File: config.mk
export PLATFORM = sky130hd
export DESIGN_NAME = spi_link_flat
export DESIGN_NICKNAME = d
export VERILOG_FILES = /design/src/rtl/trs_io_pkg.sv /design/src/rtl/spi_byte_if.sv /design/src/rtl/spi_link.sv /design/src/flat_wrapper.sv
export SDC_FILE = /design/constraint.sdc
export NUM_CORES = 1
export LEC_CHECK = 0
export BUFFER_PORTS_ARGS = -buffer_cell sky130_fd_sc_hd__buf_4
export CAP_MARGIN = 20
export CORE_ASPECT_RATIO = 0.6
export CORE_UTILIZATION = 45
export DETAILED_ROUTE_END_ITERATION = 10
export PLACE_DENSITY = 0.79
export SKIP_LAST_GASP = 1
export SYNTH_ARGS = -nofsm -noshare
export SYNTH_HDL_FRONTEND = slang
export SYNTH_SLANG_ARGS = --single-unit
File: constraint.sdc
create_clock -name clk -period 1.89 [get_ports clk]
set_input_delay 0.0945 -clock clk [delete_from_list [all_inputs] [get_ports clk]]
set_output_delay 0.0945 -clock clk [all_outputs]
set_load 0.01 [all_outputs]
File: src/rtl/trs_io_pkg.sv
package trs_io_pkg;

  localparam int byte_w     = 8;      // one spi transfer
  localparam int mem_addr_w = 15;
  localparam int mem_depth  = 32768;  // 32 KiB shadow ram
  localparam int max_params = 3;      // bram_poke is the longest command
  localparam int conf_w     = 4;

  // fixed reply values
  localparam logic [byte_w-1:0] cookie_val = 8'hAF;
  localparam logic [2:0] version_major = 3'd0;
  localparam logic [4:0] version_minor = 5'd3;

  // command codes as sent by the controller
  typedef enum logic [byte_w-1:0] {
    get_cookie  = 8'd0,
    bram_poke   = 8'd1,   // addr lo, addr hi, data
    bram_peek   = 8'd2,   // addr lo, addr hi
    get_version = 8'd15,
    set_led     = 8'd26,  // rgb in bits 0..2
    get_config  = 8'd27
  } opcode_e;

  typedef enum logic [1:0] {
    st_idle,
    st_read_bytes,
    st_execute
  } ctrl_state_e;

endpackage

File: src/rtl/spi_byte_if.sv
`timescale 1ns/1ps

interface spi_byte_if;
  logic [trs_io_pkg::byte_w-1:0] rx_data;
  logic                          rx_valid;   // one pulse per received byte
  logic                          frame_end;  // cs_n went high
  logic [trs_io_pkg::byte_w-1:0] tx_data;
  logic                          tx_valid;
  logic                          tx_ready;   // shifter takes a byte this cycle

  modport link (
    output rx_data, rx_valid, frame_end, tx_ready,
    input  tx_data, tx_valid
  );

  modport cmd (input rx_data, rx_valid, frame_end);

  modport reply (
    output tx_data, tx_valid,
    input  tx_ready, frame_end
  );
endinterface

File: src/rtl/spi_link.sv
`timescale 1ns/1ps

module spi_link (
  input  logic     clk,
  input  logic     rst,
  input  logic     sck,
  input  logic     cs_n,
  input  logic     mosi,
  output logic     miso,
  spi_byte_if.link spi
);

  localparam int w = trs_io_pkg::byte_w;

  logic [2:0]           sck_q;
  logic [2:0]           cs_q;
  logic [1:0]           mosi_q;
  logic [$clog2(w)-1:0] bit_cnt;
  logic [w-1:0]         rx_shift;
  logic [w-1:0]         tx_shift;
  logic                 sck_rise;
  logic                 sck_fall;
  logic                 cs_active;

  // two-flop sync plus one stage for edge detect
  always_ff @(posedge clk) begin
    if (rst) begin
      sck_q <= '0;
      cs_q  <= '1;
    end else begin
      sck_q <= {sck_q[1:0], sck};
      cs_q  <= {cs_q[1:0], cs_n};
    end
  end

  always_ff @(posedge clk) begin
    mosi_q <= {mosi_q[0], mosi};
  end

  assign sck_rise  = (sck_q[2:1] == 2'b01);
  assign sck_fall  = (sck_q[2:1] == 2'b10);
  assign cs_active = ~cs_q[1];

  // falling edge after the eighth bit opens the next byte slot
  assign spi.tx_ready = cs_active && sck_fall && (bit_cnt == '0);
  assign spi.rx_data  = rx_shift;  // stable until the next rising edge

  always_ff @(posedge clk) begin
    if (rst) begin
      bit_cnt       <= '0;
      spi.rx_valid  <= 1'b0;
      spi.frame_end <= 1'b0;
    end else begin
      spi.rx_valid  <= cs_active && sck_rise && (bit_cnt == w - 1);
      spi.frame_end <= (cs_q[2:1] == 2'b01);
      if (!cs_active)
        bit_cnt <= '0;
      else if (sck_rise)
        bit_cnt <= bit_cnt + 1'b1;  // wraps at byte boundary
    end
  end

  always_ff @(posedge clk) begin
    if (cs_active && sck_rise)
      rx_shift <= {rx_shift[w-2:0], mosi_q[1]};  // msb first
  end

  always_ff @(posedge clk) begin
    if (!cs_active)
      tx_shift <= '0;
    else if (spi.tx_ready)
      tx_shift <= spi.tx_valid ? spi.tx_data : '0;
    else if (sck_fall)
      tx_shift <= {tx_shift[w-2:0], 1'b0};
  end

  assign miso = tx_shift[w-1] & ~cs_n;  // no tri-state, low outside a frame

  // host must keep cs_n low until the last bit has been taken
  assert property (@(posedge clk) disable iff (rst) spi.rx_valid |-> !cs_q[1])
    else $error("spi_link: byte completed outside a frame");

endmodule

File: src/flat_wrapper.sv
// flat-port wrapper written by rule: the top's interface ports become plain ports
module spi_link_flat 
  (clk, rst, sck, cs_n, mosi, miso, spi_rx_data, spi_rx_valid, spi_frame_end, spi_tx_ready, spi_tx_data, spi_tx_valid);
  spi_byte_if spi_i ();
  input  logic clk;
  input  logic rst;
  input  logic sck;
  input  logic cs_n;
  input  logic mosi;
  output logic miso;
  output wire logic [$bits(spi_i.rx_data)-1:0] spi_rx_data;
  output wire logic [$bits(spi_i.rx_valid)-1:0] spi_rx_valid;
  output wire logic [$bits(spi_i.frame_end)-1:0] spi_frame_end;
  output wire logic [$bits(spi_i.tx_ready)-1:0] spi_tx_ready;
  input wire logic [$bits(spi_i.tx_data)-1:0] spi_tx_data;
  input wire logic [$bits(spi_i.tx_valid)-1:0] spi_tx_valid;
  assign spi_rx_data = spi_i.rx_data;
  assign spi_rx_valid = spi_i.rx_valid;
  assign spi_frame_end = spi_i.frame_end;
  assign spi_tx_ready = spi_i.tx_ready;
  assign spi_i.tx_data = spi_tx_data;
  assign spi_i.tx_valid = spi_tx_valid;
  spi_link u_core (.clk(clk), .rst(rst), .sck(sck), .cs_n(cs_n), .mosi(mosi), .miso(miso), .spi(spi_i));
endmodule
### Word level (Yosys, flattened, before mapping)

Index checks and enable logic that the tools add are counted.

* register bits after elaboration: 29
* output and inout port bits: 12
* word-level logic and storage cells: 26

* add/subtract/negate cells: 1
* equality and inequality tests: 4
* muxes and demuxes: 3
* bitwise operators: 3
* reductions and logical operators: 7

Operator list (count)
* 2-to-1 mux 8 bit: 3
* equality test 2 x 1 -> 1 bit, second input constant: 2
* logical AND 1 bit: 4
* adder 3 x 1 -> 3 bit, second input constant: 1
* equality test 3 bit, second input constant: 1
* logical NOT 3 bit: 1
* equality test 2 bit, second input constant: 1
* NOT 1 bit: 2
* nonzero test 2 bit: 1
* OR reduction 2 bit: 1
* bitwise AND 1 bit: 1

### Depth between registers and ports, before layout

* depth in word-level cells: 4
* depth in mapped cells: 6
* depth with buffers taken out: 5

### Worst setup path after synthesis

OpenSTA, ideal clock, no wires.

* path kind: reg-to-reg
* start: register u_core.sck_q[2]
* end: register u_core.rx_shift[0], in the netlist u_core.spi.rx_data[0] (enable)
* setup time: 370 ps
* arrival time: 960 ps
* setup slack: 559 ps
* cell stages (with the launch flop): 4
* buffers on the path: 1
* period minus slack after synthesis: 1331 ps
* cell sequence: dfxtp_1 nand2b_1 clkbuf_1 nor2_1

* word-level cells in the longest chain between the ends: 2

RTL lines
* start, declared: line spi_link.sv:15 `logic [2:0] sck_q;`
* start signal, assigned: line spi_link.sv:31 `sck_q <= {sck_q[1:0], sck};`
* equality test 2 x 1 -> 1 bit: line spi_link.sv:40 `assign sck_rise = (sck_q[2:1] == 2'b01);`
* logical AND 1 bit: line spi_link.sv:64 `if (cs_active && sck_rise)`
* end signal, assigned: line spi_link.sv:65 `rx_shift <= {rx_shift[w-2:0], mosi_q[1]};`
* end, declared: line spi_link.sv:19 `logic [w-1:0] rx_shift;`

Every way passes these cells.
A chain may end at the register's enable or synchronous reset.

### Final worst setup path

* start: register u_core.bit_cnt[0]
* end: output port spi_tx_ready

* word-level cells in the longest chain between the ends: 2

RTL lines
* start, declared: line spi_link.sv:18 `logic [$clog2(w)-1:0] bit_cnt;`
* start signal, assigned: line spi_link.sv:59 `bit_cnt <= bit_cnt + 1'b1;`
* logical NOT 3 bit: line spi_link.sv:45 `assign spi.tx_ready = cs_active && sck_fall && (bit_cnt == '0);`
* logical AND 1 bit: line spi_link.sv:45
* end, declared: line flat_wrapper.sv:14 `output wire logic [$bits(spi_i.tx_ready)-1:0] spi_tx_ready;`

Every way passes these cells.

==> qor.yml <==
timing:
  finalCriticalPeriod_ns: 1.66
  post-route-period-util_pct: 87.6
  max_slew_margin_pct: 61.9
  worstMarginPinSlew_ns: 0.569
  finalSetupViolations: 0
  fmaxAchievable_mhz: 604
  setup_tns_ns: 0
  hold_violations: 0
  skew_ns: 0.00550
  whs_ns: 0.0154
  rsz0062_at_grt: "false"
  slew_viol_final: 0
  setup_ws_ns: 0.234
setup_path:
  cp.arrival_ns: 1.56
  endpoint_kind: "output pin"
  path_class: "reg -> out"
  r2r-start: "u_core.bit_cnt[0]"
  worst_r2r_path_depth: 5
  reg2reg_setup_slack_ns: 0.39
  reg2reg_to: "u_core.tx_shift[6]"
  start_kind: "flip-flop"
  crit_required_ns: 1.80
  critical_path_peak_fanout: 8
hold_path:
  hold_class: "in -> reg"
  worstHoldStart: "cs_n"
  min_to: "u_core.cs_q[0]"
  hold_depth: 2
cts:
  cts_buffer_depth: 2
  clk_pin_slew_ns: 0.06
  cts_num_sinks: 29
  root_buffer: "clkbuf_8"
  cts_hold_buffers: 1
  post_cts_buffers: 0
  cts_inserted_buffers: 5
  cts_tree: "built"
  clk_latency_ns: 0.28
  htree_levels: 2
  cts_resized: 0
yosys:
  yosysSeqAreaShare_pct: 62.6
  ys_ff_latch: 29
  netlist_top_cells_area: "dfxtp_1 (40%), edfxtp_1 (23%), a311oi_1 (5.8%), nor2_1 (4.3%), ha_1 (3.6%)"
  syn_area_mm2: 0.00106
  synth_top_family_by_area: "simple AND/OR/NAND/NOR gates"
  synth_area_leader_cell: "dfxtp_1"
  yosys.area_share.simple_pct: 21.1
  synth-adder-area-share_pct: 3.55
  syn_nets: 111
  synth_common_cells: "dfxtp_1 (21), nor2_1 (12), edfxtp_1 (8), nand2_1 (8)"
  synthFlopType: "dfxtp_1"
  postSynthCellCount: 94
  synth_mux_area_share_pct: 1.90
  synthArstFlopShare_pct: 0
  synth_compound_area_share_pct: 6.28
  synthMostInstantiatedCell: "dfxtp_1"
  ys_types: 25
  post-synth-top-area-fraction_pct: 39.8
  synth-edff-count: 8
  ys_warn_count: 0
  synth-xor-area-share_pct: 0.829
  synth_area_per_cell_um2: 11.2
detailed_routing:
  wirelength_mm: 1.92
  firstDrtPassIters: 4
  antenna_left: 0
  route.detailed.drc: 0
  detail_route.iter0.violations: 55
  wl_per_cell_um: 12.6
  via_per_inst: 5.03
  vias: 769
place:
  placed_cells: 144
  dpl_cell_area_mm2: 0.00126
  gp_congestion: 0.791
  io_buffer_count: 25
  post-place-ws_ns: 0.450
  dp_hpwl_mm: 1.35
status:
  status: "finished, final reports clean"
final_layout:
  post-route-cell-area_mm2: 0.00139
  finalNonFillerCells: 153
  nFillCells: 169
  area.growth.synth_to_final_pct: 31.3
  num_antenna_cells: 0
  nNetsFinal: 139
  drive_gt1_share_pct: 30.9
  utilization_pct: 63.1
pwr:
  p_comb_share_pct: 3.9
  irDropWorstVdd_mv: 0.474
  intPower_mw: 1.10
  p_seq_share_pct: 48.1
  p_sw_uw: 252
  p_total_mw: 1.36
  p_per_area_mw_per_mm2: 979
  p_leak_nw: 0.532
  pwr-share-clk_pct: 48.1
  swShare_pct: 18.6
die:
  io_pins: 26
  die_h_um: 39.5
  die_x_um: 64.5
  start_util_pct: 48.1
  dieArea_mm2: 0.00255
  coreArea_mm2: 0.00220
  num_rows: 13
global_routing:
  grt_pass1_vias: 694
  gr-total-overflow: 0
  grt_start_max_net_pins: 16
  grt_use_total_pct: 16.8
  grt_pass1_wl_mm: 2.83
  grt_antenna_before_repair: 0
job:
  maxCapViolCount: 0
[area by class of cell]
cell class	instances	area, um^2	area share, %
sequential	29	661	47.7
multi-input combinational	56	355	25.6
timing repair buffer	27	205	14.8
clock buffer	7	86.3	6.23
tap	30	37.5	2.71
clock inverter	1	30.0	2.17
inverter	3	11.3	0.812
[kinds of logic after synthesis]
group	after synthesis
xor+xnor	1
simple gates	42
flops	29
fa+ha+maj	3
compound gates	8
mux	2
buf+inv	9
[how the worst max path moves through the flow]
| stage | startpoint | to | slack, ns | cells past startpoint |
|---|---|---|---|---|
| after floorplan | u_core.sck_q[2] | u_core.spi.rx_data[0] | 0.56 | 3 |
| after global placement | u_core.cs_q[1] | u_core.tx_shift[6] | 0.53 | 3 |
| after detailed placement | u_core.bit_cnt[0] | u_core.tx_shift[1] | 0.45 | 5 |
| after CTS | u_core.bit_cnt[0] | spi_tx_ready | 0.22 | 5 |
| after global routing | u_core.bit_cnt[0] | spi_tx_ready | 0.12 | 5 |
| final | u_core.bit_cnt[0] | spi_tx_ready | 0.23 | 5 |
[critical path, stage by stage (launching register included)]
cell and delay (ns):
dfxtp_1 0.31, inv_1 0.08, ha_1 0.16, or3b_1 0.47, nor2_1 0.13, buf_4 0.13
[cells in the final DEF, fill, tap and decap left out, drive strengths merged]
cell,instances
or2,3
nand2b,1
dfxtp,21
nand3,7
inv,3
buf,26
or3b,1
ha,3
xnor2,1
nand4,1
nor2,12
bufinv,1
nand2,8
dlygate4sd3,1
nor2b,5
mux2i,2
a21oi,1
a311oi,7
nor3,1
or2b,1
nor3b,2
edfxtp,8
clkbuf,7
[layer usage]
layer / vias to the layer above / share of wire (%) / global-route usage, %
met3: 5 / 5.2 / 6.98
met2: 22 / 50 / 32.4
li1: 376 / - / -
met1: 366 / 43 / 15.6
met5: - / 0 / 0
met4: 0 / 1.1 / 10.0
[registers in the layout, indices dropped and copies added, names as in the netlist]
register,count
u_core.sck_q,3
u_core.bit_cnt,3
u_core.spi.frame_end,1
u_core.spi.rx_data,8
u_core.spi.rx_valid,1
u_core.cs_q,3
u_core.mosi_q,2
u_core.tx_shift,8
[power groups by stage]
stage	sequential, mW	clock (mW)	combinational, mW
after global placement	0.665	0	0.0486
after floorplan	0.663	0	0.0254
after detailed placement	0.665	0	0.0504
final	0.652	0.652	0.0523
after CTS	0.652	0.664	0.0524
after global routing	0.653	0.688	0.0565
Note: power is estimated with default switching activity, not from simulation.
