### src/rtl/trs_io_pkg.sv
package trs_io_pkg;

  localparam int byte_w     = 8;      // one spi transfer
  localparam int mem_addr_w = 15;
  localparam int mem_depth  = 32768;  // 32 KiB shadow ram
  localparam int max_params = 3;      // bram_poke is the longest command
  localparam int conf_w     = 4;

  // fixed reply values
  localparam logic [byte_w-1:0] cookie_val = 8'hAF;
  localparam logic [2:0] version_major = 3'd0;
  localparam logic [4:0] version_minor = 5'd3;

  // command codes as sent by the controller
  typedef enum logic [byte_w-1:0] {
    get_cookie  = 8'd0,
    bram_poke   = 8'd1,   // addr lo, addr hi, data
    bram_peek   = 8'd2,   // addr lo, addr hi
    get_version = 8'd15,
    set_led     = 8'd26,  // rgb in bits 0..2
    get_config  = 8'd27
  } opcode_e;

  typedef enum logic [1:0] {
    st_idle,
    st_read_bytes,
    st_execute
  } ctrl_state_e;

endpackage

### src/rtl/spi_byte_if.sv
`timescale 1ns/1ps

interface spi_byte_if;
  logic [trs_io_pkg::byte_w-1:0] rx_data;
  logic                          rx_valid;   // one pulse per received byte
  logic                          frame_end;  // cs_n went high
  logic [trs_io_pkg::byte_w-1:0] tx_data;
  logic                          tx_valid;
  logic                          tx_ready;   // shifter takes a byte this cycle

  modport link (
    output rx_data, rx_valid, frame_end, tx_ready,
    input  tx_data, tx_valid
  );

  modport cmd (input rx_data, rx_valid, frame_end);

  modport reply (
    output tx_data, tx_valid,
    input  tx_ready, frame_end
  );
endinterface

### src/rtl/mem_port_if.sv
`timescale 1ns/1ps

interface mem_port_if;
  logic                              en;
  logic                              we;
  logic [trs_io_pkg::mem_addr_w-1:0] addr;
  logic [trs_io_pkg::byte_w-1:0]     wdata;
  logic [trs_io_pkg::byte_w-1:0]     rdata;
  logic                              rdata_valid;  // two cycles after a read

  modport ctrl (output en, we, addr, wdata);

  modport ram (
    input  en, we, addr, wdata,
    output rdata, rdata_valid
  );

  modport reader (input rdata, rdata_valid);
endinterface

### src/rtl/status_regs.sv
`timescale 1ns/1ps

module status_regs (
  input  logic                          clk,
  input  logic                          rst,
  input  logic [trs_io_pkg::conf_w-1:0] conf,
  input  logic                          action_valid,
  input  trs_io_pkg::opcode_e           action_op,
  input  logic [trs_io_pkg::byte_w-1:0] action_data,
  mem_port_if.reader                    mem,
  spi_byte_if.reply                     spi,
  output logic                          led_red,
  output logic                          led_green,
  output logic                          led_blue
);

  localparam int pad_w = trs_io_pkg::byte_w - trs_io_pkg::conf_w;

  logic [trs_io_pkg::conf_w-1:0] conf_meta;
  logic [trs_io_pkg::conf_w-1:0] conf_sync;
  logic [trs_io_pkg::byte_w-1:0] reply;
  logic                          reply_load;

  always_ff @(posedge clk) begin
    conf_meta <= conf;
    conf_sync <= conf_meta;
  end

  // reply source select, peek data first
  always_comb begin
    reply      = mem.rdata;
    reply_load = mem.rdata_valid;
    if (!mem.rdata_valid && action_valid) begin
      case (action_op)
        trs_io_pkg::get_cookie: begin
          reply      = trs_io_pkg::cookie_val;
          reply_load = 1'b1;
        end
        trs_io_pkg::get_version: begin
          reply      = {trs_io_pkg::version_major, trs_io_pkg::version_minor};
          reply_load = 1'b1;
        end
        trs_io_pkg::get_config: begin
          reply      = {{pad_w{1'b0}}, conf_sync};
          reply_load = 1'b1;
        end
        default: reply_load = 1'b0;
      endcase
    end
  end

  always_ff @(posedge clk) begin
    if (rst) begin
      spi.tx_valid <= 1'b0;
      led_red      <= 1'b0;
      led_green    <= 1'b0;
      led_blue     <= 1'b0;
    end else begin
      if (action_valid && action_op == trs_io_pkg::set_led) begin
        led_red   <= action_data[0];
        led_green <= action_data[1];
        led_blue  <= action_data[2];
      end
      if (spi.frame_end)
        spi.tx_valid <= 1'b0;  // pending reply dies with the frame
      else if (reply_load)
        spi.tx_valid <= 1'b1;  // newer reply overwrites
      else if (spi.tx_ready)
        spi.tx_valid <= 1'b0;
    end
  end

  always_ff @(posedge clk) begin
    if (reply_load)
      spi.tx_data <= reply;
  end

endmodule

### src/flat_wrapper.sv
// flat-port wrapper written by rule: the top's interface ports become plain ports
module status_regs_flat 
  (clk, rst, conf, action_valid, action_op, action_data, led_red, led_green, led_blue, mem_rdata, mem_rdata_valid, spi_tx_data, spi_tx_valid, spi_tx_ready, spi_frame_end);
  mem_port_if mem_i ();
  spi_byte_if spi_i ();
  input  logic clk;
  input  logic rst;
  input  logic [trs_io_pkg::conf_w-1:0] conf;
  input  logic action_valid;
  input  trs_io_pkg::opcode_e action_op;
  input  logic [trs_io_pkg::byte_w-1:0] action_data;
  output logic led_red;
  output logic led_green;
  output logic led_blue;
  input wire logic [$bits(mem_i.rdata)-1:0] mem_rdata;
  input wire logic [$bits(mem_i.rdata_valid)-1:0] mem_rdata_valid;
  output wire logic [$bits(spi_i.tx_data)-1:0] spi_tx_data;
  output wire logic [$bits(spi_i.tx_valid)-1:0] spi_tx_valid;
  input wire logic [$bits(spi_i.tx_ready)-1:0] spi_tx_ready;
  input wire logic [$bits(spi_i.frame_end)-1:0] spi_frame_end;
  assign mem_i.rdata = mem_rdata;
  assign mem_i.rdata_valid = mem_rdata_valid;
  assign spi_tx_data = spi_i.tx_data;
  assign spi_tx_valid = spi_i.tx_valid;
  assign spi_i.tx_ready = spi_tx_ready;
  assign spi_i.frame_end = spi_frame_end;
  status_regs u_core (.clk(clk), .rst(rst), .conf(conf), .action_valid(action_valid), .action_op(action_op), .action_data(action_data), .mem(mem_i), .spi(spi_i), .led_red(led_red), .led_green(led_green), .led_blue(led_blue));
endmodule
### config.mk
export PLATFORM = sky130hd
export DESIGN_NAME = status_regs_flat
export DESIGN_NICKNAME = d
export VERILOG_FILES = /design/src/rtl/trs_io_pkg.sv /design/src/rtl/spi_byte_if.sv /design/src/rtl/mem_port_if.sv /design/src/rtl/status_regs.sv /design/src/flat_wrapper.sv
export SDC_FILE = /design/constraint.sdc
export NUM_CORES = 1
export LEC_CHECK = 0
export ABC_AREA = 0
export BUFFER_PORTS_ARGS = -buffer_cell sky130_fd_sc_hd__buf_2
export CORE_MARGIN = 8
export CORE_UTILIZATION = 47
export CTS_BUF_LIST = sky130_fd_sc_hd__clkbuf_4 sky130_fd_sc_hd__clkbuf_8
export CTS_CLUSTER_DIAMETER = 30
export DETAILED_ROUTE_END_ITERATION = 12
export PLACE_DENSITY_LB_ADDON = 0.25
export SETUP_SLACK_MARGIN = 0.5
export SLEW_MARGIN = 20
export SYNTH_ARGS = -nofsm -noshare
export SYNTH_HDL_FRONTEND = slang
export SYNTH_SLANG_ARGS = --single-unit
### constraint.sdc
create_clock -name clk -period 2 [get_ports clk]
set_input_delay 0 -clock clk [delete_from_list [all_inputs] [get_ports clk]]
set_output_delay 0 -clock clk [all_outputs]
set_load 0.03 [all_outputs]
# Yosys cells after proc, flatten, opt, wreduce, memory -nomap -nowiden
# Index checks and enable logic that the tools add are counted.
# word_totals
ff_bits	20
latch_bits	0
mem_bits_rw	0
rom_bits	0
input_bits	34
out_inout_bits	12
elab_cells	23
mem_count	0
# classes
n_addsub	0
n_mul	0
div_mod_pow	0
n_lt_le_gt_ge	0
n_eq_ne	3
shifts	0
n_mux	6
bitwise	0
n_reduce_logical	7
# ops
cell	n
$pmux W8 S3	1
$eq A8 B5 Y1 const B	2
$eq A8 B4 Y1 const B	1
$logic_not A8 Y1	1
$mux W8	1
$mux W1	4
$reduce_or A3 Y1	1
$logic_and A1 B1 Y1	2
$reduce_bool A2 Y1	1
$reduce_or A2 Y1	1
$logic_not A1 Y1	1

# Longest topological paths before layout
# depth
depth_word	5
mapped_depth	4
depth_no_buf	4

# Worst setup path before layout
# Ideal clock, no wire load.
# synth_path
path_kind	in2reg
from	in action_op[5]
to	reg u_core.spi.tx_data[0], enable pin
setup_ns	0.335
t_arrival_ns	1.006
t_required_ns	1.665
setup_slack_ns	0.659
path_stages	4
path_buffers	0
cell_sequence	or4b_4 -> nor2_1 -> o21ai_2 -> nand2b_1
# synth_via
elab_chain_len	4
# synth_rtl
item	line	source
from (decl)	flat_wrapper.sv:10	input trs_io_pkg::opcode_e action_op;
$eq A8 B4 Y1 (tied with other cells)	status_regs.sv:34	case (action_op)
$reduce_or A3 Y1 (no line) (*)	-	
$mux W1 (*)	status_regs.sv:34	
$mux W1 (*)	status_regs.sv:33	if (!mem.rdata_valid && action_valid) begin
net u_core.reply_load	status_regs.sv:22	logic reply_load;
to (signal assigned)	status_regs.sv:75	spi.tx_data <= reply;
to (decl)	spi_byte_if.sv:19	output tx_data, tx_valid,
# Mark *: on every way through the listed nets, which the timed path passes. The rest lies on a longest branch.
# A chain may end at the register's enable or synchronous reset.

# Worst setup path in the final report
# layout_path
from	in action_op[3]
to	reg u_core.spi.tx_valid
# layout_via
elab_chain_len	5
# layout_rtl
item	line	source
$eq A8 B4 Y1 (tied with other cells)	status_regs.sv:34	
$reduce_or A3 Y1 (no line) (*)	-	
$mux W1 (*)	status_regs.sv:34	
$mux W1 (*)	status_regs.sv:33	
$mux W1 or $reduce_bool A2 Y1 (tied branches)	-	
to (signal assigned)	status_regs.sv:65	spi.tx_valid <= 1'b0;
to (signal assigned)	status_regs.sv:67	spi.tx_valid <= 1'b1;
to (signal assigned)	status_regs.sv:69	spi.tx_valid <= 1'b0;
to (decl)	spi_byte_if.sv:19	
# Every way passes the cells marked *; elsewhere a longest branch is shown, timed or not.

==> impl_metrics.py <==
metrics = {
    "pwr": {
        "p_leak_nw": 0.563,
        "seqPwrFrac": 0.502,
        "ir_drop_uv": 598,
        "power_density_nw_per_um2": 745,
        "power_uw": 902,
        "power.share.combinational": 0.141,
        "power_frac_clock": 0.357,
        "internal_power_uw": 711,
        "p_sw_frac": 0.212,
        "p_sw_uw": 191,
    },
    "yosys": {
        "dominantRegCellSynth": "dfxtp_1",
        "syn_avg_cell_area_um2": 12.5,
        "synthArstFlopShare": 0,
        "synth_warnings": 0,
        "synth_fp_nets": 95,
        "syn-cell-area_um2": 764,
        "synth_cell_types": 21,
        "synth_edf_count": 8,
        "ys_seq_area_frac": 0.628,
        "syn_inst": 61,
        "ys_seq_elements": 20,
    },
    "cts": {
        "cts_tree": "built",
        "root_buffer": "clkbuf_4",
        "cts_sinks": 20,
        "insertion_delay_ns": 0.29,
        "cts_buffers": 3,
        "cts_max_level": 1,
        "cts.clk_slew.worst_paths_ns": 0.11,
        "clockBufferDepth": 2,
    },
    "die": {
        "die_area_um2": 3170,
        "std_cell_rows": 14,
        "core_um2": 1520,
        "num_io_pins": 46,
        "start_util": 0.502,
        "fp.dieH_um": 56.3,
        "die_x_um": 56.3,
    },
    "timing": {
        "hold_viol": 0,
        "finalClockSkew_ns": 0.00311,
        "tightest_slew_ns": 0.392,
        "setup_viol": 0,
        "rsz0062_at_grt": "false",
        "slew_headroom": 0.739,
        "period_needed_ns": 1.36,
        "whs_ns": 0.0595,
        "maxSlewViolCount": 0,
        "fin_tns_setup_ns": 0,
        "finalCritPeriodShare": 0.678,
        "worst_slack_ns": 0.645,
        "fmaxAchievable_ghz": 0.738,
    },
    "finish": {
        "utilization": 0.794,
        "drive_gt1_frac": 0.413,
        "mostFrequentLayoutCells": "40 x buf_2, 16 x dlygate4sd3_1, 12 x dfxtp_1, 8 x edfxtp_1, 7 x nor2_1",
        "fillers": 93,
        "layout_commonest_cell": "buf_2",
        "area_delta_synth_final_pct": 58.3,
        "n_antenna_cell": 0,
        "fin_cells": 137,
        "finalNetCount": 156,
        "postLayoutCellArea_um2": 1210,
    },
    "setup_path": {
        "critPathArrivalTime_ns": 1.60,
        "path_class": "in2reg",
        "crit_path_end_kind": "register",
        "crit_required_ns": 2.24,
        "cp_max_fo": 6,
        "start_kind": "input pin",
    },
    "detailed_routing": {
        "routed_wl_mm": 1.96,
        "drt-initial-drc-count": 16,
        "routed_via_density": 5.15,
        "drt_pass1_iterations": 4,
        "via_count": 705,
        "wl_per_cell_um": 14.3,
        "drc": 0,
        "drtAntennaViolNets": 0,
    },
    "job": {
        "cap_violations": 0,
    },
    "worst_hold_path": {
        "hold_path_class": "in2reg",
    },
    "grt": {
        "grt_pass1_wl_mm": 3.11,
        "met2_usage": 0.223,
        "grt.met1_usage": 0.0991,
        "grt_pass1_vias": 768,
        "busiest_layer": "met2",
        "antenna_found_initial": 0,
        "overflow": 0,
        "grt_usage": 0.121,
        "grt_max_degree": 13,
        "grt_use_met3": 0.0719,
    },
    "place": {
        "dp_slack_ns": 0.374,
        "place_area_um2": 985,
        "routabilityCongestion": 0.800,
        "dp_hpwl_mm": 1.35,
        "placed_cells": 117,
        "portBuffers": 40,
    },
    "run_status": {
        "status": "finished clean",
    },
}
-- path summary, 6_finish.rpt --
kind                             from               endpoint  slack, ns  cells past startpoint
setup / recovery         action_op[3]    u_core.spi.tx_valid       0.64                      6
hold / removal           mem_rdata[1]  u_core.spi.tx_data[1]       0.06                      3
setup reg to reg  u_core.spi.tx_valid    u_core.spi.tx_valid       0.74                      3
hold reg to reg   u_core.conf_meta[3]    u_core.conf_sync[3]       0.33                      0
-- state kept, by name (all words and copies together), names as in the netlist --
signal,flops
u_core.conf_sync,4
u_core.led_red,1
u_core.led_blue,1
u_core.spi.tx_valid,1
u_core.spi.tx_data,8
u_core.conf_meta,4
u_core.led_green,1
-- power by group through the flow --
stage / logic, mW / registers [mW] / clock network [mW]
after detailed placement: 0.102 / 0.462 / 0
after CTS: 0.124 / 0.452 / 0.330
after floorplan: 0.0211 / 0.492 / 0
final: 0.127 / 0.452 / 0.322
after global placement: 0.0991 / 0.461 / 0
after global routing: 0.137 / 0.455 / 0.348
-- synthesized netlist by cell type, drive strengths merged, types with 2 or more instances --
cell	count	share of area
inv	3	0.015
and2	2	0.016
a21oi	4	0.026
edfxtp	8	0.31
o21ai	2	0.018
o2bb2ai	4	0.046
nor2	7	0.034
dfxtp	12	0.31
mux2i	5	0.065
nand4	2	0.016
or4	3	0.029
-- what timing repair did --
action / in CTS / in global routing
resized for setup: 0 / 2
hold buffers: 16 / 0
endpoints found under the hold margin: 14 / 0
setup endpoints to repair: 0 / 10
buffers inserted: 0 / 0
-- routing by layer --
metal / part of all wire / vias to the layer above
met5: 0 / -
met4: 0.019 / 0
met3: 0.10 / 4
met2: 0.54 / 29
met1: 0.34 / 320
li1: - / 352
-- layout make-up --
cell class | instances | area, µm² | area share
Clock buffer | 3 | 22.5 | 0.0186
Clock inverter | 1 | 30.0 | 0.0248
Inverter | 3 | 11.3 | 0.00931
Multi-Input combinational cell | 38 | 285 | 0.236
Sequential cell | 20 | 480 | 0.397
Tap cell | 16 | 20.0 | 0.0165
Timing Repair Buffer | 56 | 360 | 0.298
-- worst max-delay path: stages --
cell,delay (ns)
buf_2,0.13
nor4_2,0.38
o21ba_2,0.22
o21ai_0,0.07
a211oi_1,0.21
dlygate4sd3_1,0.58
-- cells by family (layout without fill, tap and decap cells) --
kind of cell | after synthesis | in the layout | share of synthesized area
AND/OR/NAND/NOR | 21 | 21 | 0.178
flip-flops | 20 | 20 | 0.628
multiplexers | 5 | 5 | 0.0655
buffers and inverters | 3 | 63 | 0.0147
AO/OA/AOI/OAI | 12 | 12 | 0.113
No activity file was read; power rests on OpenSTA's default activity.
