`src/rtl/trs_io_pkg.sv`:
```
package trs_io_pkg;

  localparam int byte_w     = 8;      // one spi transfer
  localparam int mem_addr_w = 15;
  localparam int mem_depth  = 32768;  // 32 KiB shadow ram
  localparam int max_params = 3;      // bram_poke is the longest command
  localparam int conf_w     = 4;

  // fixed reply values
  localparam logic [byte_w-1:0] cookie_val = 8'hAF;
  localparam logic [2:0] version_major = 3'd0;
  localparam logic [4:0] version_minor = 5'd3;

  // command codes as sent by the controller
  typedef enum logic [byte_w-1:0] {
    get_cookie  = 8'd0,
    bram_poke   = 8'd1,   // addr lo, addr hi, data
    bram_peek   = 8'd2,   // addr lo, addr hi
    get_version = 8'd15,
    set_led     = 8'd26,  // rgb in bits 0..2
    get_config  = 8'd27
  } opcode_e;

  typedef enum logic [1:0] {
    st_idle,
    st_read_bytes,
    st_execute
  } ctrl_state_e;

endpackage

```
`src/rtl/spi_byte_if.sv`:
```
`timescale 1ns/1ps

interface spi_byte_if;
  logic [trs_io_pkg::byte_w-1:0] rx_data;
  logic                          rx_valid;   // one pulse per received byte
  logic                          frame_end;  // cs_n went high
  logic [trs_io_pkg::byte_w-1:0] tx_data;
  logic                          tx_valid;
  logic                          tx_ready;   // shifter takes a byte this cycle

  modport link (
    output rx_data, rx_valid, frame_end, tx_ready,
    input  tx_data, tx_valid
  );

  modport cmd (input rx_data, rx_valid, frame_end);

  modport reply (
    output tx_data, tx_valid,
    input  tx_ready, frame_end
  );
endinterface

```
`src/rtl/mem_port_if.sv`:
```
`timescale 1ns/1ps

interface mem_port_if;
  logic                              en;
  logic                              we;
  logic [trs_io_pkg::mem_addr_w-1:0] addr;
  logic [trs_io_pkg::byte_w-1:0]     wdata;
  logic [trs_io_pkg::byte_w-1:0]     rdata;
  logic                              rdata_valid;  // two cycles after a read

  modport ctrl (output en, we, addr, wdata);

  modport ram (
    input  en, we, addr, wdata,
    output rdata, rdata_valid
  );

  modport reader (input rdata, rdata_valid);
endinterface

```
`src/rtl/cmd_ctrl.sv`:
```
`timescale 1ns/1ps

module cmd_ctrl (
  input  logic                          clk,
  input  logic                          rst,
  spi_byte_if.cmd                       spi,
  mem_port_if.ctrl                      mem,
  output logic                          action_valid,
  output trs_io_pkg::opcode_e           action_op,
  output logic [trs_io_pkg::byte_w-1:0] action_data
);

  localparam int cnt_w = $clog2(trs_io_pkg::max_params + 1);
  localparam int idx_w = $clog2(trs_io_pkg::max_params);
  localparam int hi_w  = trs_io_pkg::mem_addr_w - trs_io_pkg::byte_w;

  trs_io_pkg::ctrl_state_e       state;
  trs_io_pkg::opcode_e           cmd;
  trs_io_pkg::opcode_e           rx_op;
  logic [cnt_w-1:0]              to_read;
  logic [idx_w-1:0]              idx;
  logic [trs_io_pkg::byte_w-1:0] params [trs_io_pkg::max_params];

  function automatic logic [cnt_w-1:0] param_count(trs_io_pkg::opcode_e op);
    case (op)
      trs_io_pkg::bram_poke: return cnt_w'(3);
      trs_io_pkg::bram_peek: return cnt_w'(2);
      trs_io_pkg::set_led:   return cnt_w'(1);
      default:               return '0;
    endcase
  endfunction

  assign rx_op = trs_io_pkg::opcode_e'(spi.rx_data);

  always_ff @(posedge clk) begin
    if (rst) begin
      state        <= trs_io_pkg::st_idle;
      action_valid <= 1'b0;
      mem.en       <= 1'b0;
      mem.we       <= 1'b0;
    end else begin
      action_valid <= 1'b0;
      mem.en       <= 1'b0;
      mem.we       <= 1'b0;
      if (spi.frame_end) begin
        state <= trs_io_pkg::st_idle;  // partial command is dropped
      end else begin
        case (state)
          trs_io_pkg::st_idle: begin
            if (spi.rx_valid) begin
              case (rx_op)
                trs_io_pkg::get_cookie,
                trs_io_pkg::get_version,
                trs_io_pkg::get_config: action_valid <= 1'b1;
                trs_io_pkg::bram_poke,
                trs_io_pkg::bram_peek,
                trs_io_pkg::set_led: state <= trs_io_pkg::st_read_bytes;
                default: state <= trs_io_pkg::st_idle;  // unknown opcode
              endcase
            end
          end
          trs_io_pkg::st_read_bytes: begin
            if (spi.rx_valid && to_read == cnt_w'(1))
              state <= trs_io_pkg::st_execute;
          end
          trs_io_pkg::st_execute: begin
            state <= trs_io_pkg::st_idle;
            case (cmd)
              trs_io_pkg::bram_poke: begin
                mem.en <= 1'b1;
                mem.we <= 1'b1;
              end
              trs_io_pkg::bram_peek: mem.en <= 1'b1;
              default: action_valid <= 1'b1;  // set_led
            endcase
          end
          default: state <= trs_io_pkg::st_idle;
        endcase
      end
    end
  end

  // opcode and parameter capture
  always_ff @(posedge clk) begin
    if (spi.rx_valid) begin
      if (state == trs_io_pkg::st_idle) begin
        cmd     <= rx_op;
        to_read <= param_count(rx_op);
        idx     <= '0;
      end else if (state == trs_io_pkg::st_read_bytes) begin
        params[idx] <= spi.rx_data;
        idx         <= idx + 1'b1;
        to_read     <= to_read - 1'b1;
      end
    end
  end

  assign action_op   = cmd;
  assign action_data = params[0];
  assign mem.addr    = {params[1][hi_w-1:0], params[0]};  // bit 15 of the address ignored
  assign mem.wdata   = params[2];

  assert property (@(posedge clk) disable iff (rst)
    state inside {trs_io_pkg::st_idle, trs_io_pkg::st_read_bytes, trs_io_pkg::st_execute})
    else $error("cmd_ctrl: illegal state");

endmodule

```
`src/flat_wrapper.sv`:
```
// flat-port wrapper written by rule: the top's interface ports become plain ports
module cmd_ctrl_flat 
  (clk, rst, action_valid, action_op, action_data, spi_rx_data, spi_rx_valid, spi_frame_end, mem_en, mem_we, mem_addr, mem_wdata);
  spi_byte_if spi_i ();
  mem_port_if mem_i ();
  input  logic clk;
  input  logic rst;
  output logic action_valid;
  output trs_io_pkg::opcode_e action_op;
  output logic [trs_io_pkg::byte_w-1:0] action_data;
  input wire logic [$bits(spi_i.rx_data)-1:0] spi_rx_data;
  input wire logic [$bits(spi_i.rx_valid)-1:0] spi_rx_valid;
  input wire logic [$bits(spi_i.frame_end)-1:0] spi_frame_end;
  output wire logic [$bits(mem_i.en)-1:0] mem_en;
  output wire logic [$bits(mem_i.we)-1:0] mem_we;
  output wire logic [$bits(mem_i.addr)-1:0] mem_addr;
  output wire logic [$bits(mem_i.wdata)-1:0] mem_wdata;
  assign spi_i.rx_data = spi_rx_data;
  assign spi_i.rx_valid = spi_rx_valid;
  assign spi_i.frame_end = spi_frame_end;
  assign mem_en = mem_i.en;
  assign mem_we = mem_i.we;
  assign mem_addr = mem_i.addr;
  assign mem_wdata = mem_i.wdata;
  cmd_ctrl u_core (.clk(clk), .rst(rst), .spi(spi_i), .mem(mem_i), .action_valid(action_valid), .action_op(action_op), .action_data(action_data));
endmodule
```
`config.mk`:
```
export PLATFORM = sky130hd
export DESIGN_NAME = cmd_ctrl_flat
export DESIGN_NICKNAME = d
export VERILOG_FILES = /design/src/rtl/trs_io_pkg.sv /design/src/rtl/spi_byte_if.sv /design/src/rtl/mem_port_if.sv /design/src/rtl/cmd_ctrl.sv /design/src/flat_wrapper.sv
export SDC_FILE = /design/constraint.sdc
export NUM_CORES = 1
export LEC_CHECK = 0
export ABC_CLOCK_PERIOD_IN_PS = 1600
export BUFFER_PORTS_ARGS = -buffer_cell sky130_fd_sc_hd__buf_4
export CORE_MARGIN = 4
export CORE_UTILIZATION = 30
export DETAILED_ROUTE_END_ITERATION = 6
export SLEW_MARGIN = 10
export SYNTH_ARGS = -nofsm -noshare
export SYNTH_HDL_FRONTEND = slang
export SYNTH_SLANG_ARGS = --single-unit
```
`constraint.sdc`:
```
create_clock -name clk -period 1.6 [get_ports clk]
set_input_delay 0.16 -clock clk [delete_from_list [all_inputs] [get_ports clk]]
set_output_delay 0.16 -clock clk [all_outputs]
set_load 0.1 [all_outputs]
```
; Word-level counts from Yosys, hierarchy flattened
; Memory sizes are Yosys's and may differ from the RTL's.
; Cells that the tools add are included.
[op_classes]
n_addsub = 2
eq_ne = 13
n_mux = 18
bitwise_logic = 1
reduce_logical = 12
[ops]
columns = cell, count
row1 = "equality test 8 x 1 -> 1 bit, second input constant", 2
row2 = "equality test 8 x 2 -> 1 bit, second input constant", 2
row3 = "equality test 8 x 5 -> 1 bit, second input constant", 2
row4 = 2-to-1 mux 2 bit, 5
row5 = 2-to-1 mux 1 bit, 9
row6 = OR reduction 3 bit, 3
row7 = "equality test 8 x 4 -> 1 bit, second input constant", 1
row8 = logical NOT 8 bit, 1
row9 = case mux 2 bit (2 select lines), 2
row10 = case mux 2 bit (3 select lines), 1
row11 = "equality test 2 x 1 -> 1 bit, second input constant", 2
row12 = "inequality test 2 bit, second input constant", 2
row13 = AND reduction 2 bit, 2
row14 = OR reduction 2 bit, 2
row15 = AND reduction 3 bit, 1
row16 = "adder 2 x 1 -> 2 bit, second input constant", 1
row17 = "equality test 2 bit, second input constant", 1
row18 = logical NOT 2 bit, 1
row19 = "inequality test 2 x 1 -> 1 bit, second input constant", 1
row20 = case mux 1 bit (2 select lines), 1
row21 = nonzero test 2 bit, 1
row22 = "subtractor 2 x 1 -> 2 bit, second input constant", 1
row23 = logical AND 1 bit, 1
row24 = NOT 1 bit, 1
[totals]
ff_bits = 17
ramBits = 24
input_bits = 12
output_inout_bits = 42
word_cells = 54
n_memories = 1
[mem_list]
columns = memory, depth, word_bits, read_ports, rd_clocked_by_memory_dff, write_ports, line
row1 = u_core.params, 3, 8, 3, 0, 1, cmd_ctrl.sv:22  ; logic [trs_io_pkg::byte_w-1:0] params [trs_io_pkg::max_params];

; Longest topological paths before layout
; Gate-level depths: netlist of run 1.
[logic_depth]
depth_word = 5
depth_mapped = 5
depth_no_buf = 5

; Worst setup path before layout of run 1
; No wires, ideal clock.
[synth_path]
path_type = register to register
from = register u_core.cmd[5] (netlist: u_core.action_op[5])
to = register u_core.mem.we
setup_time_ns = 0.079
t_arrival_ns = 2.096
required_time_ns = 1.521
slack_ns = -0.575
stages_incl_launch_ff = 4
n_path_buf = 0
synth_period_minus_slack_ns = 2.175
cell_sequence = edfxtp_1 > or4_4 > or4b_4 > nor3b_2
[synth_via]
elab_chain_cells = 2
[synth_rtl]
columns = item, line
row1 = "start, declared", cmd_ctrl.sv:18  ; trs_io_pkg::opcode_e cmd;
row2 = "start signal, assigned", cmd_ctrl.sv:87  ; cmd <= rx_op;
row3 = equality test 8 x 1 -> 1 bit, cmd_ctrl.sv:68  ; case (cmd)
row4 = 2-to-1 mux 1 bit, cmd_ctrl.sv:68
row5 = "end signal, assigned", cmd_ctrl.sv:40  ; mem.we <= 1'b0;
row6 = "end signal, assigned", cmd_ctrl.sv:44  ; mem.we <= 1'b0;
row7 = "end signal, assigned", cmd_ctrl.sv:71  ; mem.we <= 1'b1;
row8 = "end, declared", mem_port_if.sv:11  ; modport ctrl (output en, we, addr, wdata);
; Every way passes these cells.
; A chain may end at the register's enable or synchronous reset.

; Final worst setup path of run 1
[layout_path]
from = register u_core.cmd[6] (netlist: u_core.action_op[6])
to = register u_core.mem.we
; The elaborated chain is that of the path after synthesis.

==> reports/results.ini, run 1 <==
[synthesis]
synth_top_area_cell = edfxtp_1
yosysUniqueCellTypes = 29
netlist_area_um2 = 1550
synth.net_count = 112
yosys-top-cells-area = edfxtp_1 68%, dfxtp_1 6.5%, buf_4 3.9%, ha_1 3.2%, xnor2_1 1.7%
synth_area_per_cell_um2 = 16.1
synth_top_area_frac = 0.680
seq_area_frac_synth = 0.744
yosys_register_bits = 40
yosys_warnings = 0
synthCells = 96

[route]
final_antenna_net_count = 0
dr.pass1.iters = 4
num_vias = 984
drc = 0
routedWlPerCell_um = 14.4
via_per_inst = 4.35
drt_iter0_markers = 69
drt_wl_total_mm = 3.26

[clock_tree]
numCtsBuffers = 5
hold_buffers = 0
root_buffer = clkbuf_8
cts_tree = yes
cts_resized = 0
htreeDepth = 2
postCtsSetupBuffers = 2
path_clk_slew_ns = 0.08
clkLatencyLatePin_ns = 0.29
clock_sinks = 40
clk_path_buf_depth = 2

[global_routing]
met2_usage = 0.194
grt.overflow.total = 0
top_usage_layer = met2
grt_pass1_vias = 1065
grt_use_met3 = 0.0316
met1_usage = 0.122
grt_pass1_wl_mm = 5.26
grt_util_all_layers = 0.108
antenna_found_initial = 0
grt_max_degree = 14

[place]
routabilityCongestion = 0.707
place_area_um2 = 2030
dp.cells = 216
io_buffers = 53
dpl.hpwl_mm = 2.47
dp_slack_ns = -0.0657

[finish]
final_util = 0.449
fillers = 444
fin_nets = 174
final_area_um2 = 2180
layout_commonest_cell = buf_4
layout-drive-gt1-share = 0.459
multi_input_area_um2 = 324
final_cell_mix = 63 x buf_4, 35 x edfxtp_1, 5 x nor2_1, 5 x clkbuf_8, 5 x dfxtp_1
area.growth.synth_to_final_pct = 40.7
fin_cells = 226
register_area_um2 = 1150
n_antenna_cell = 0

[sta]
drv_slew = 0
fmax_ghz = 0.596
fin_skew_ns = 0.00933
hold_viol = 0
min_period_ns = 1.68
setup_tns_ns = -0.0769
slew_headroom = 0.696
fin_crit_sh = 1.05
setup_viol = 1
rsz0062_at_grt = true
final.setup.worst_slack_ns = -0.0769
tightestPinTransition_ns = 0.456

[status]
violations = negative setup slack
status = complete, but fails checks

[die]
die_w_um = 79.8
rows = 25
dieArea_um2 = 6370
io_pins = 54
fp.dieH_um = 79.8
start_util = 0.319
core_area_um2 = 4850

[power_and_ir_drop]
ir_drop_uv = 472
p_per_area_nw_per_um2 = 1060
p_leak_nw = 0.860

[min_path]
min_from = spi_rx_data[5]
min_path_type = in2reg
whs_path_depth = 1
holdPathEnd = u_core.params[2][5]

[setup_path]
crit_arrival_ns = 1.89
required_ns = 1.81
reg2reg_from = u_core.action_op[6]
critPathSlowestCell = or4_4
r2r_setup_slack_ns = -0.08
rr_endpoint = u_core.mem.we
startpoint_type = flop
crit_type = reg2reg
crit_family = simple AND/OR/NAND/NOR gates
path_cells = or4_4, or4b_4, nor3b_2
path_buf_inv = 0
crit_path_max_fanout = 2
cp-end-kind = flop
worst_r2r_path_depth = 3
critPathMaxStageDelay_ns = 0.56

[run]
drv_cap = 0

report_power, final:
| group | internal, W | leakage [nW] | switching [W] |
|---|---|---|---|
| logic | 0.0000599 | 0.429 | 0.000133 |
| registers | 0.00115 | 0.366 | 0.00000973 |
| clock network | 0.000623 | 0.0654 | 0.000336 |
stage by stage:
| step | power (W) | hold slack (ns) |
|---|---|---|
| after floorplan | 0.00129 | 0.259 |
| after global placement | 0.00137 | 0.386 |
| after detailed placement | 0.00137 | 0.385 |
| after CTS | 0.00232 | 0.0884 |
| after global routing | 0.00239 | 0.0857 |
| final | 0.00231 | 0.0883 |
cells by family (layout without fill, tap and decap cells):
group / Yosys count / count (layout) / share of synthesized area
flops: 40 / 40 / 0.744
simple gates: 29 / 29 / 0.121
buf+inv: 11 / 74 / 0.0461
compound gates: 8 / 8 / 0.0332
fa+ha+maj: 4 / 4 / 0.0324
xor+xnor: 4 / 4 / 0.0227
worst reg2reg max path, delay by kind of cell (launching register included):
kind | cells | cell delay (ns)
DFF | 1 | 0.38
and+or+nand+nor | 3 | 1.23
area by class of cell:
type                            count  area share
Sequential cell                    40       0.529
Tap cell                           67      0.0385
Inverter                            3     0.00518
Timing Repair Buffer               63       0.217
Clock inverter                      2      0.0276
Multi-Input combinational cell     45       0.149
Clock buffer                        6      0.0334
worst max-delay path by stage:
stage                        startpoint             to  slack, ns  depth (start not counted)
floorplan           u_core.action_op[6]  u_core.mem.we      -0.54                          3
global placement    u_core.action_op[6]  u_core.mem.we      -0.03                          3
detailed placement  u_core.action_op[4]  u_core.mem.we      -0.07                          3
CTS                 u_core.action_op[6]  u_core.mem.we      -0.08                          3
global route        u_core.action_op[6]  u_core.mem.we      -0.12                          3
finish              u_core.action_op[6]  u_core.mem.we      -0.08                          3
per-layer routing:
layer | share of wire | routed length (µm)
met1 | 0.40 | 1300
met2 | 0.54 | 1750
met3 | 0.060 | 197
met4 | 0.0064 | 21
met5 | 0 | 0
state kept, by name (all words and copies together) (netlist names):
name	count
u_core.action_op	8
u_core.action_valid	1
u_core.idx	2
u_core.mem.en	1
u_core.mem.we	1
u_core.params	23
u_core.state	2
u_core.to_read	2
cells in the mapped netlist:
master / n
ha_1: 4
o41ai_1: 1
nand2_1: 3
nand4b_1: 1
xnor2_1: 3
nand4_1: 3
o21ai_1: 1
nor3_1: 1
or4b_4: 1
nor4_1: 1
and3_1: 3
o32a_1: 1
o22ai_1: 1
and4_1: 1
o21ai_0: 2
edfxtp_1: 35
dfxtp_1: 5
buf_4: 8
nor3b_2: 1
or3_1: 1
inv_1: 3
or4_4: 1
nand3_1: 1
nor4b_1: 2
xor2_1: 1
a31oi_1: 1
nor2b_1: 4
nor2_1: 5
a21oi_1: 1
No activity file was read; power rests on OpenSTA's default activity.
==> inputs of run 2 (changes only) <==
--- a/config.mk
+++ b/config.mk
@@ -5,11 +5,11 @@
 export SDC_FILE = /design/constraint.sdc
 export NUM_CORES = 1
 export LEC_CHECK = 0
-export ABC_CLOCK_PERIOD_IN_PS = 1600
 export BUFFER_PORTS_ARGS = -buffer_cell sky130_fd_sc_hd__buf_4
 export CORE_MARGIN = 4
 export CORE_UTILIZATION = 30
 export DETAILED_ROUTE_END_ITERATION = 6
+export GPL_TIMING_DRIVEN = 0
 export SLEW_MARGIN = 10
 export SYNTH_ARGS = -nofsm -noshare
 export SYNTH_HDL_FRONTEND = slang
==> run 2 against run 1 <==
Effect of this change:
- the flow still finishes with violations (negative setup slack)
- maximum frequency hardly changed
- clock skew is 0.0051 ns lower
- cell area is 2.2% lower
- utilization is 0.98 points lower
- sequential power hardly changed
- register-to-register slack hardly changed
- critical endpoint unchanged
- largest power group unchanged
==> reports/results.ini, run 2 (synthesis results as in run 1) <==
[route]
drt_wl_total_mm = 3.33
dr.pass1.iters = 4
num_vias = 997
drc = 0
final_antenna_net_count = 0
via_per_inst = 4.45
drt_iter0_markers = 36
routedWlPerCell_um = 14.8

[clock_tree]
numCtsBuffers = 5
path_clk_slew_ns = 0.07
clkLatencyLatePin_ns = 0.29
postCtsSetupBuffers = 0
hold_buffers = 0
cts_tree = yes
root_buffer = clkbuf_8
htreeDepth = 2
clock_sinks = 40
clk_path_buf_depth = 2

[run]
drv_cap = 0

[die]
rows = 25
start_util = 0.319
core_area_um2 = 4850
io_pins = 54
fp.dieH_um = 79.8
die_w_um = 79.8
dieArea_um2 = 6370

[finish]
layout-drive-gt1-share = 0.478
fillers = 436
fin_nets = 172
register_area_um2 = 1150
multi_input_area_um2 = 337
n_antenna_cell = 0
regMostFlops = u_core.params
largest_reg_flops = 23
area.growth.synth_to_final_pct = 37.6
final_cell_mix = 61 x buf_4, 35 x edfxtp_1, 5 x nor2_1, 5 x clkbuf_8, 5 x dfxtp_1
layout_commonest_cell = buf_4
final_area_um2 = 2130

[power_and_ir_drop]
p_leak_nw = 0.824
p_comb_frac = 0.091
p_per_area_nw_per_um2 = 935
ir_drop_uv = 365
p_switching_w = 0.000491
p_int_w = 0.00150
pwr-share-seq = 0.583
p_clk_frac = 0.326
power_w = 0.00199
sw_frac_of_total = 0.247

[sta]
setup_viol = 2
tightestPinTransition_ns = 0.613
slew_headroom = 0.587
drv_slew = 0
fin_skew_ns = 0.00424
rsz0062_at_grt = true
final.setup.worst_slack_ns = -0.0770
hold_viol = 0
fin_crit_sh = 1.05
fmax_ghz = 0.596
min_period_ns = 1.68
fin_hold_ws_ns = 0.0830

[global_routing]
met1_usage = 0.120
grt_use_met3 = 0.0451
grt_util_all_layers = 0.111
antenna_found_initial = 0
grt.overflow.total = 0
grt_max_degree = 14
grt_pass1_wl_mm = 5.24
met2_usage = 0.198
top_usage_layer = met2
grt_pass1_vias = 1009

[place]
io_buffers = 53
routabilityCongestion = 0.681
dpl.hpwl_mm = 2.56
place_area_um2 = 2030

[setup_path]
startpoint_type = flop
r2r_setup_slack_ns = -0.08
required_ns = 1.82
crit_type = reg2reg
crit_arrival_ns = 1.90
rr_endpoint = u_core.mem.we
reg2reg_from = u_core.action_op[6]
worst_r2r_path_depth = 3
cp-end-kind = flop
crit_path_max_fanout = 2

[min_path]
holdPathEnd = u_core.action_op[7]
min_from = spi_rx_data[7]
min_path_type = in2reg
whs_path_depth = 1

[status]
status = complete, but fails checks
violations = negative setup slack

-- run 2: cell types whose count changed in the layout (fill, tap and decap cells not counted), sizes merged --
cell,delta
buf,-2
clkinv,+1
clkbuf,-1
bufinv,-2
clkinvlp,+2
-- run 2: critical path: stages, from the launching register on --
cell,delay (ns)
edfxtp_1,0.38
or4_4,0.55
or4b_4,0.50
nor3b_2,0.17
-- run 2: layer usage --
metal  wire length, µm  share of wire  up-vias
met2              1790           0.54       28
met3               213          0.064        7
met1              1290           0.39      484
li1                  -              -      478
met5                 0              0        -
met4                36          0.011        0
-- run 2: worst max-delay path by stage --
stage,from,endpoint,cells past startpoint
floorplan,u_core.action_op[6],u_core.mem.we,3
global placement,u_core.state[1],u_core.action_op[5],2
detailed placement,u_core.state[1],u_core.action_op[6],2
CTS,u_core.action_op[6],u_core.mem.we,3
global route,u_core.action_op[6],u_core.mem.we,3
finish,u_core.action_op[6],u_core.mem.we,3
-- run 2: layout make-up --
| type | instances | share of cell area |
|---|---|---|
| clock inverters | 3 | 0.00882 |
| plain buffers | 8 | 0.0282 |
| inverters | 3 | 0.00529 |
| well taps | 67 | 0.0394 |
| repair buffers | 53 | 0.187 |
| flip-flops and latches | 40 | 0.541 |
| multi-input cells | 45 | 0.158 |
| clock buffers | 5 | 0.0323 |
-- run 2: metrics by stage --
stage / setup slack, ns / std cells / utilization / TNS, ns
final: -0.0770 / 224 / 0.439 / -0.0875
after global routing: -0.139 / 224 / 0.439 / -0.206
after CTS: -0.0816 / 224 / 0.437 / -0.0992
after detailed placement: -0.233 / 216 / 0.418 / -3.32
after global placement: -0.146 / 216 / 0.418 / -1.86
after floorplan: -0.542 / 96 / - / -1.27
-- run 2: timing repair --
action                                  CTS  global route
endpoints found under the setup margin   33            10
resized for setup                         2             2
pin swaps                                 0             0
-- run 2: power by group through the flow --
stage	clock (W)	sequential, W	combinational (W)
final	0.000650	0.00116	0.000181
after global routing	0.000722	0.00116	0.000191
after CTS	0.000664	0.00116	0.000182
after detailed placement	0	0.00118	0.000180
after global placement	0	0.00118	0.000177
after floorplan	0	0.00126	0.0000321
